**src/ppu_pkg.sv**
```systemverilog
`default_nettype none

package ppu_pkg;

    // bus and memory widths
    typedef logic [7:0]  byte_t;
    typedef logic [13:0] vram_addr_t;

    // frame position
    typedef logic [8:0]  scanline_t;
    typedef logic [8:0]  cycle_t;

    // ntsc color code as stored in palette ram
    typedef logic [5:0]  color_t;

    // bit 4 picks the sprite half, never set by the background path
    typedef logic [4:0]  pal_index_t;

    // {attribute[1:0], pattern[1:0]}
    typedef logic [3:0]  bg_pixel_t;

    typedef logic [7:0]  scroll_t;

    // cpu visible register map, offsets from 0x2000
    typedef enum logic [2:0] {
        REG_CTRL     = 3'd0,
        REG_MASK     = 3'd1,
        REG_STATUS   = 3'd2,
        REG_OAM_ADDR = 3'd3,
        REG_OAM_DATA = 3'd4,
        REG_SCROLL   = 3'd5,
        REG_ADDR     = 3'd6,
        REG_DATA     = 3'd7
    } ppu_reg_e;

    // two-dot slots inside each 8-dot tile fetch
    typedef enum logic [1:0] {
        FETCH_NAMETABLE  = 2'd0,
        FETCH_ATTRIBUTE  = 2'd1,
        FETCH_PATTERN_LO = 2'd2,
        FETCH_PATTERN_HI = 2'd3
    } fetch_phase_e;

    // frame timing
    localparam cycle_t    LAST_CYCLE          = 9'd340;
    localparam cycle_t    LAST_CYCLE_SHORT    = 9'd339;
    localparam cycle_t    SCROLL_RELOAD_CYCLE = 9'd320;
    localparam scanline_t VBLANK_LINE         = 9'd240;
    localparam scanline_t LAST_LINE           = 9'd260;
    // line -1 in 9-bit two's complement
    localparam scanline_t PRERENDER_LINE      = 9'd511;

    // address bits 13:8 of the palette window
    localparam logic [5:0] PALETTE_PAGE = 6'h3f;

    // data port address steps, picked by ctrl bit 2
    localparam int INC_ACROSS = 1;
    localparam int INC_DOWN   = 32;

endpackage

`default_nettype wire

```
**src/ppu_timing.sv**
```systemverilog
`timescale 1ns/100ps
`default_nettype none

module ppu_timing import ppu_pkg::*; (
    input  logic      clk,
    input  logic      reset,
    input  logic      ce,
    input  logic      rendering_enabled,
    input  logic      status_read,
    output scanline_t scanline,
    output cycle_t    cycle,
    output logic      in_vblank
);

    logic odd_frame;
    logic short_line;
    logic line_end;
    logic frame_end;

    // odd frames drop one dot from the pre-render line while rendering
    assign short_line = odd_frame && rendering_enabled && (scanline == PRERENDER_LINE);
    assign line_end   = short_line ? (cycle == LAST_CYCLE_SHORT) : (cycle == LAST_CYCLE);
    assign frame_end  = line_end && (scanline == LAST_LINE);

    // dot and line counters
    always_ff @(posedge clk) begin
        if (reset) begin
            cycle     <= '0;
            scanline  <= '0;
            odd_frame <= 1'b0;
        end else if (ce) begin
            cycle <= line_end ? '0 : cycle + 9'd1;
            if (line_end) begin
                // 260 jumps to the all-ones pre-render line, which wraps to 0
                scanline <= frame_end ? PRERENDER_LINE : scanline + 9'd1;
            end
            if (frame_end) begin
                odd_frame <= ~odd_frame;
            end
        end
    end

    // vblank flag, the cpu sees it through status bit 7 and nmi
    always_ff @(posedge clk) begin
        if (reset) begin
            in_vblank <= 1'b1;
        end else if (ce) begin
            if (line_end && (scanline == VBLANK_LINE)) begin
                in_vblank <= 1'b1;
            end else if (frame_end || status_read) begin
                // a status read acknowledges the flag
                in_vblank <= 1'b0;
            end
        end
    end

    // the dot counter always wraps at the line end
    a_cycle_range: assert property (
        @(posedge clk) disable iff (reset)
        cycle <= LAST_CYCLE
    );

    // no line number exists between 260 and the pre-render line
    a_scanline_range: assert property (
        @(posedge clk) disable iff (reset)
        !((scanline > LAST_LINE) && (scanline < PRERENDER_LINE))
    );

endmodule

`default_nettype wire

```
**src/ppu_regs.sv**
```systemverilog
`timescale 1ns/100ps
`default_nettype none

module ppu_regs import ppu_pkg::*; (
    input  logic       clk,
    input  logic       reset,
    input  logic       ce,
    input  ppu_reg_e   ain,
    input  byte_t      din,
    input  logic       read,
    input  logic       write,
    input  logic       in_vblank,
    output byte_t      dout,
    output logic       status_read,
    output logic       nmi,
    output logic       rendering_enabled,
    output logic [1:0] nametable_sel,
    output logic       bg_pattern_sel,
    output scroll_t    scroll_x,
    output scroll_t    scroll_y,
    output logic       cpu_vram_access,
    output logic       cpu_vram_read,
    output vram_addr_t cpu_vram_addr,
    output logic       vram_w,
    output byte_t      vram_dout,
    output logic       pal_we,
    output pal_index_t pal_addr,
    output color_t     pal_data
);

    byte_t       ctrl;
    byte_t       mask;
    // {x, y}, first write lands in the upper byte
    logic [15:0] scroll;
    // data port address, first write lands in the upper byte
    logic [15:0] addr;
    // write toggle shared by scroll and addr
    logic        w;
    logic        data_access;
    logic        data_write;
    logic        pal_page;

    assign data_access = (ain == REG_DATA) && (read || write);
    assign data_write  = (ain == REG_DATA) && write;
    assign pal_page    = (addr[13:8] == PALETTE_PAGE);
    assign status_read = ce && read && (ain == REG_STATUS);

    always_ff @(posedge clk) begin
        if (reset) begin
            ctrl   <= '0;
            mask   <= '0;
            scroll <= '0;
            addr   <= '0;
            w      <= 1'b0;
        end else if (ce) begin
            if (write) begin
                case (ain)
                    REG_CTRL: ctrl <= din;
                    REG_MASK: mask <= din;
                    REG_SCROLL: begin
                        if (!w) begin
                            scroll[15:8] <= din;
                        end else begin
                            scroll[7:0] <= din;
                        end
                        w <= ~w;
                    end
                    REG_ADDR: begin
                        if (!w) begin
                            addr[15:8] <= din;
                        end else begin
                            addr[7:0] <= din;
                        end
                        w <= ~w;
                    end
                    default: ;
                endcase
            end
            if (status_read) begin
                w <= 1'b0;
            end
            // step across a row or down a column of the nametable
            if (data_access) begin
                addr <= addr + 16'(ctrl[2] ? INC_DOWN : INC_ACROSS);
            end
        end
    end

    // only the vblank bit of status is modelled
    assign dout = (read && (ain == REG_STATUS)) ? {in_vblank, 7'd0} : 8'd0;
    assign nmi  = in_vblank && ctrl[7];

    // mask bits 3 and 4 enable background and sprites
    assign rendering_enabled = (mask[4:3] != 2'b00);
    assign nametable_sel     = ctrl[1:0];
    assign bg_pattern_sel    = ctrl[4];
    assign scroll_x          = scroll[15:8];
    assign scroll_y          = scroll[7:0];

    assign cpu_vram_access = data_access;
    assign cpu_vram_read   = read && (ain == REG_DATA);
    assign cpu_vram_addr   = addr[13:0];

    // palette page writes stay inside the ppu
    assign vram_w    = data_write && !pal_page;
    assign vram_dout = din;
    assign pal_we    = data_write && pal_page;
    assign pal_addr  = addr[4:0];
    assign pal_data  = din[5:0];

    a_one_write_target: assert property (
        @(posedge clk) disable iff (reset)
        !(vram_w && pal_we)
    );

endmodule

`default_nettype wire

```
**src/ppu_palette.sv**
```systemverilog
`timescale 1ns/100ps
`default_nettype none

module ppu_palette import ppu_pkg::*; (
    input  logic       clk,
    input  logic       reset,
    input  logic       ce,
    input  logic       pal_we,
    input  pal_index_t pal_addr,
    input  color_t     pal_data,
    input  pal_index_t pixel_index,
    output color_t     color
);

    // 0-15 background, 16-31 sprites
    color_t mem [32];
    logic   mirror_slot;

    // entries 4, 8 and c of each half alias the backdrop
    assign mirror_slot = (pal_addr[1:0] == 2'b00) && (pal_addr[3:2] != 2'b00);

    always_ff @(posedge clk) begin
        if (reset) begin
            for (int i = 0; i < 32; i++) begin
                mem[i] <= '0;
            end
        end else if (ce && pal_we && !mirror_slot) begin
            mem[pal_addr] <= pal_data;
        end
    end

    // index 0 gives the backdrop color
    assign color = mem[pixel_index];

endmodule

`default_nettype wire

```
**src/ppu_background.sv**
```systemverilog
`timescale 1ns/100ps
`default_nettype none

module ppu_background import ppu_pkg::*; (
    input  logic       clk,
    input  logic       reset,
    input  logic       ce,
    input  scanline_t  scanline,
    input  cycle_t     cycle,
    input  logic       in_vblank,
    input  logic       rendering_enabled,
    input  logic [1:0] nametable_sel,
    input  logic       bg_pattern_sel,
    input  scroll_t    scroll_x,
    input  scroll_t    scroll_y,
    input  logic       cpu_vram_access,
    input  logic       cpu_vram_read,
    input  vram_addr_t cpu_vram_addr,
    input  byte_t      vram_din,
    output vram_addr_t vram_a,
    output logic       vram_r,
    output pal_index_t pixel_index
);

    logic         render_active;
    // dot - 1 so each tile slot starts at a multiple of 8
    cycle_t       dot;
    fetch_phase_e phase;
    logic         tile_end;
    logic         shift_window;
    logic [4:0]   coarse_x;
    scroll_t      y_pos;
    byte_t        nt_byte;
    logic [1:0]   at_bits;
    byte_t        pat_lo;
    logic [15:0]  pat_lo_sr;
    logic [15:0]  pat_hi_sr;
    logic [15:0]  att_lo_sr;
    logic [15:0]  att_hi_sr;
    vram_addr_t   fetch_addr;
    bg_pixel_t    bg_pixel;

    // leftmost pixel is the msb of a pattern byte
    function automatic byte_t bit_rev(input byte_t b);
        byte_t r;
        for (int i = 0; i < 8; i++) begin
            r[i] = b[7 - i];
        end
        return r;
    endfunction

    assign render_active = rendering_enabled && !in_vblank && (scanline != VBLANK_LINE);
    assign dot           = cycle - 9'd1;
    assign phase         = fetch_phase_e'(dot[2:1]);
    assign tile_end      = (cycle[2:0] == 3'd0);
    assign shift_window  = (cycle >= 9'd1) && (cycle <= 9'd336);

    // coarse x and y scroll counters, no nametable rollover
    always_ff @(posedge clk) begin
        if (reset) begin
            coarse_x <= '0;
            y_pos    <= '0;
        end else if (ce && render_active) begin
            if (cycle == SCROLL_RELOAD_CYCLE) begin
                coarse_x <= scroll_x[7:3];
                // pre-render line restarts the vertical position too
                if (scanline == PRERENDER_LINE) begin
                    y_pos <= scroll_y;
                end
            end else if (tile_end && shift_window) begin
                coarse_x <= coarse_x + 5'd1;
            end
            if (cycle == 9'd251) begin
                y_pos <= y_pos + 8'd1;
            end
        end
    end

    always_comb begin
        case (phase)
            FETCH_NAMETABLE:  fetch_addr = {2'b10, nametable_sel, y_pos[7:3], coarse_x};
            // attribute table sits at offset 0x3c0 of the nametable
            FETCH_ATTRIBUTE:  fetch_addr = {2'b10, nametable_sel, 4'b1111, y_pos[7:5],
                                            coarse_x[4:2]};
            FETCH_PATTERN_LO: fetch_addr = {1'b0, bg_pattern_sel, nt_byte, 1'b0, y_pos[2:0]};
            default:          fetch_addr = {1'b0, bg_pattern_sel, nt_byte, 1'b1, y_pos[2:0]};
        endcase
    end

    // cpu data port owns the bus for its cycle
    assign vram_a = cpu_vram_access ? cpu_vram_addr : fetch_addr;
    // render reads go out on odd dots, data returns on the even dot
    assign vram_r = cpu_vram_read || (render_active && cycle[0]);

    always_ff @(posedge clk) begin
        if (ce && render_active) begin
            case (cycle[2:0])
                3'd2: nt_byte <= vram_din;
                // quadrant of the 32x32 attribute block
                3'd4: at_bits <= vram_din[{y_pos[4], coarse_x[1], 1'b0} +: 2];
                3'd6: pat_lo  <= vram_din;
                default: ;
            endcase
            if (shift_window) begin
                if (tile_end) begin
                    // pattern high byte arrives now, load the next tile into the top half
                    pat_lo_sr <= {bit_rev(pat_lo), pat_lo_sr[8:1]};
                    pat_hi_sr <= {bit_rev(vram_din), pat_hi_sr[8:1]};
                    att_lo_sr <= {{8{at_bits[0]}}, att_lo_sr[8:1]};
                    att_hi_sr <= {{8{at_bits[1]}}, att_hi_sr[8:1]};
                end else begin
                    pat_lo_sr <= {1'b0, pat_lo_sr[15:1]};
                    pat_hi_sr <= {1'b0, pat_hi_sr[15:1]};
                    att_lo_sr <= {1'b0, att_lo_sr[15:1]};
                    att_hi_sr <= {1'b0, att_hi_sr[15:1]};
                end
            end
        end
    end

    assign bg_pixel    = {att_hi_sr[0], att_lo_sr[0], pat_hi_sr[0], pat_lo_sr[0]};
    // backdrop while idle
    assign pixel_index = render_active ? {1'b0, bg_pixel} : '0;

    // even dots carry only cpu reads, the fetch data comes back there
    a_read_on_odd: assert property (
        @(posedge clk) disable iff (reset)
        vram_r && !cycle[0] |-> cpu_vram_read
    );

endmodule

`default_nettype wire

```
**src/ppu_top.sv**
```systemverilog
`timescale 1ns/100ps
`default_nettype none

module ppu_top import ppu_pkg::*; (
    input  logic       clk,
    input  logic       reset,
    input  logic       ce,
    // cpu register port
    input  ppu_reg_e   ain,
    input  byte_t      din,
    input  logic       read,
    input  logic       write,
    output byte_t      dout,
    // video memory
    output vram_addr_t vram_a,
    output logic       vram_r,
    output logic       vram_w,
    output byte_t      vram_dout,
    input  byte_t      vram_din,
    // video out and frame position
    output color_t     color,
    output logic       nmi,
    output scanline_t  scanline,
    output cycle_t     cycle
);

    logic       in_vblank;
    logic       status_read;
    logic       rendering_enabled;
    logic [1:0] nametable_sel;
    logic       bg_pattern_sel;
    scroll_t    scroll_x;
    scroll_t    scroll_y;
    logic       cpu_vram_access;
    logic       cpu_vram_read;
    vram_addr_t cpu_vram_addr;
    logic       pal_we;
    pal_index_t pal_addr;
    color_t     pal_data;
    pal_index_t pixel_index;

    // port names match the nets one to one
    ppu_timing i_timing (
        .*
    );

    ppu_regs i_regs (
        .*
    );

    ppu_palette i_palette (
        .*
    );

    ppu_background i_background (
        .*
    );

endmodule

`default_nettype wire

```
**config.mk**
```make
export PLATFORM = sky130hd
export DESIGN_NAME = ppu_top
export DESIGN_NICKNAME = d
export VERILOG_FILES = /design/src/ppu_pkg.sv /design/src/ppu_timing.sv /design/src/ppu_regs.sv /design/src/ppu_palette.sv /design/src/ppu_background.sv /design/src/ppu_top.sv
export SDC_FILE = /design/constraint.sdc
export NUM_CORES = 1
export LEC_CHECK = 0
export ABC_AREA = 1
export BUFFER_PORTS_ARGS = -buffer_cell sky130_fd_sc_hd__buf_2
export CAP_MARGIN = 20
export CORE_UTILIZATION = 50
export DETAILED_ROUTE_END_ITERATION = 6
export HOLD_SLACK_MARGIN = 0.06
export PLACE_DENSITY = 0.71
export SYNTH_ARGS = -nofsm -noshare
export SYNTH_HDL_FRONTEND = slang
export SYNTH_HIERARCHICAL = 1
export SYNTH_SLANG_ARGS = --single-unit
export TNS_END_PERCENT = 100
```
**constraint.sdc**
```tcl
create_clock -name clk -period 3.9 [get_ports clk]
set_input_delay 0.78 -clock clk [delete_from_list [all_inputs] [get_ports clk]]
set_output_delay 0.78 -clock clk [all_outputs]
set_load 0.05 [all_outputs]
```
==> impl_results.md <==
- Run status: finished, final reports clean
- Leakage power: 7.60 nW
- Relative slew margins: 38.9%
- Gr usage total: 24.2%
- Critical path, cell by cell: or2_2, inv_1, nor2_1, nand2_4, nor2_4, buf_4, nand2_1, nand3_1, nand3_1, nand2_1, nand2_1, nand2_1, nand2_1, nand2_1, buf_2
- Crit Path Category: flip-flop to output pin
- Synthesis-to-finish area growth: 12.1%
- Max-slew violation count: 0
- Final RePlAce weighted congestion: 0.948
- Antenna diode count: 0
- Post-route ant nets: 0
- Nets: 1958
- I/O Pins: 81
- Critical path data arrival time: 2.92 ns
- Routed via count divided by cell count: 5.35
- Die outline width: 184 um
- CP Launch Type: flip-flop
- Final critical-path required period: 3.70 ns
- CTS Root Buffer Type: sky130_fd_sc_hd__clkbuf_16
- Port Buf Inserts: 73
- Hold violation count in the final report: 0
- Worst endpoint required time: 3.12 ns
- Clock slew at the register clock pins of the worst setup and hold paths: 0.06 ns
- Wire length per cell after detailed routing: 16.9 um
- Share of final-layout standard cells stronger than drive strength 1: 12.6%
- Syn Inst Count: 1841
- Number of buffers inserted to repair setup after CTS: 0
- Capturing element type of the critical path: output pin
- 1st-iter DRT viols: 1067
- Overflow left after global routing: 0
- Pin count of the biggest net entering global routing: 53
- Setup Viol. Count Final: 0
- Final clock period utilization by the worst path: 94.8%
- Buffer depth of the longest clock path: 3
- Number of remaining DRC errors: 0
- Placeable core area: 32500 um2
- Maximum fanout along the worst path: 43
- Fin cells: 2389
- Later-pin clock latency in the skew report: 0.52 ns
- Measured slew at the worst slew-check pin: 0.915 ns
- Number of buffers inserted by hold repair at cts: 0
- Path category of the worst min-delay check: flip-flop to flip-flop
- Yosys warns: 6
- Number of global-route vias before repair: 12100
- Instance area after placement: 17300 um2
- Max Clk Rate: 270 MHz
- Vert. Die Dim: 184 um
- CTS tree: yes
- Total Routed Length: 40300 um
- CP dominant cell by count: sky130_fd_sc_hd__nand2_1
- Clock sinks: 342
- Cell Count Post-Placement: 2321
- First-pass GRT wire length: 63500 um
- Total Die Area: 33800 um2
- Number of maximum-capacitance constraint violations: 0
- Half-perimeter wire length after detailed placement: 26500 um
- Worst IR drop on VDD: 0.000338 V
- Post-Synthesis Mean Instance Area: 8.99 um2
- Post-Route Skew: 0.00899 ns
- Total iterations of the first detailed-routing run: 7
- Final standard cell area without fillers: 18600 um2
- Power density relative to cell area: 430 nW/um2
- Setup slack of the worst register-to-register path: 1.07 ns
- Worst path slowest cell: sky130_fd_sc_hd__buf_4
- Number of clock buffers inserted by TritonCTS: 37
- Routed vias: 12800
- Number of cell rows: 66
- Maximum cell stage delay along the critical path: 0.41 ns
- Post-synthesis instance area: 16600 um2
- Max H-tree Level: 2
- Starting utilization of the core area: 50.9%
- Number of antenna violations at the first check in global routing: 0
## power by group
part	internal, mW	switching (mW)	total (mW)
clock	1.95	1.41	3.36
combinational	0.126	0.423	0.549
sequential	4.03	0.0408	4.07
total	6.10	1.88	7.98
## registers in the layout, summed over array words and instances, names as in the netlist, 8 cells and up
name and flops:
i_background/pat_lo 8, i_background/att_hi_sr 16, i_background/pat_hi_sr 16, i_background/pat_lo_sr 16, i_timing/cycle 9, i_background/nt_byte 8
i_timing/scanline 9, i_background/att_lo_sr 16, i_palette/mem 192, i_background/y_pos 8, i_regs/addr 14, i_regs/scroll 13
## area by class of cell
cell class                      instances  area (um2)
Fill cell                            2874       14000
Sequential cell                       342        9590
Multi-Input combinational cell       1321        6140
Clock buffer                           49        1040
Timing Repair Buffer                  106         691
Tap cell                              442         553
Inverter                              112         434
Clock inverter                         17         113
## path summary, 6_finish.rpt
| kind | startpoint | to | depth (start not counted) |
|---|---|---|---|
| hold reg to reg | i_background/att_lo_sr[8]$_DFFE_PP_ | i_background/att_lo_sr[7]$_DFFE_PP_ | 0 |
| setup / recovery | i_regs/mask[3]$_SDFFE_PP0P_ | color[5] | 15 |
| hold / removal | i_background/att_lo_sr[8]$_DFFE_PP_ | i_background/att_lo_sr[7]$_DFFE_PP_ | 0 |
| setup reg to reg | i_timing/cycle[0]$_SDFFE_PP0P_ | i_background/att_hi_sr[0]$_DFFE_PP_ | 9 |
## metrics by stage
step | setup slack, ns | util, % | total power, mW | TNS (ns) | hold slack, ns
2_1_floorplan | 0.440 | - | 4.54 | 0 | 0.400
3_3_place_gp | 0.498 | 53.2 | 4.68 | 0 | 0.402
3_5_place_dp | 0.487 | 53.2 | 4.69 | 0 | 0.405
4_1_cts | 0.0302 | 56.7 | 8.02 | 0 | 0.418
5_1_grt | -0.0190 | 57.1 | 8.21 | -0.0246 | 0.423
6_report | 0.201 | 57.1 | 7.98 | 0 | 0.417
## cells in the final DEF, fill, tap and decap left out, types with 5 or more instances in the layout
master and n:
sky130_fd_sc_hd__o21ai_1 18, sky130_fd_sc_hd__clkinv_1 15, sky130_fd_sc_hd__buf_4 28, sky130_fd_sc_hd__o21ai_2 5
sky130_fd_sc_hd__o21ai_0 41, sky130_fd_sc_hd__nand4_1 15, sky130_fd_sc_hd__clkinv_2 6, sky130_fd_sc_hd__clkbuf_1 7
sky130_fd_sc_hd__ha_1 14, sky130_fd_sc_hd__nand2_2 10, sky130_fd_sc_hd__dfxtp_1 68, sky130_fd_sc_hd__inv_2 14
sky130_fd_sc_hd__buf_2 69, sky130_fd_sc_hd__a21oi_2 5, sky130_fd_sc_hd__nor2_1 279, sky130_fd_sc_hd__clkbuf_16 41
sky130_fd_sc_hd__nand2_4 7, sky130_fd_sc_hd__conb_1 44, sky130_fd_sc_hd__inv_1 86, sky130_fd_sc_hd__a21oi_1 33
sky130_fd_sc_hd__a31oi_1 5, sky130_fd_sc_hd__o22ai_1 6, sky130_fd_sc_hd__nor2_2 5, sky130_fd_sc_hd__nand3_1 192
sky130_fd_sc_hd__nor2_4 11, sky130_fd_sc_hd__nor3_1 24, sky130_fd_sc_hd__nand3_2 10, sky130_fd_sc_hd__nand2_1 549
sky130_fd_sc_hd__xor2_1 10, sky130_fd_sc_hd__edfxtp_1 274
## metal layers
metal | GRT usage (%) | vias to the layer above | wire length [um]
met5 | 0 | - | 0
met4 | 8.27 | 0 | 1030
met3 | 3.80 | 80 | 3030
met2 | 40.5 | 499 | 19200
met1 | 31.8 | 6017 | 17000
li1 | - | 6189 | -
## worst max-delay path, delay by kind of cell (launching register included)
kind	cells	cell delay, ns
buffers and inverters	3	0.70
flip-flops	1	0.32
AND/OR/NAND/NOR	12	1.35
## what timing repair did
action	CTS	global route
setup endpoints to repair	6	6
pin swaps	0	0
resized for setup	1	18
gates cloned	0	2
(Power assumes the default switching activity.)
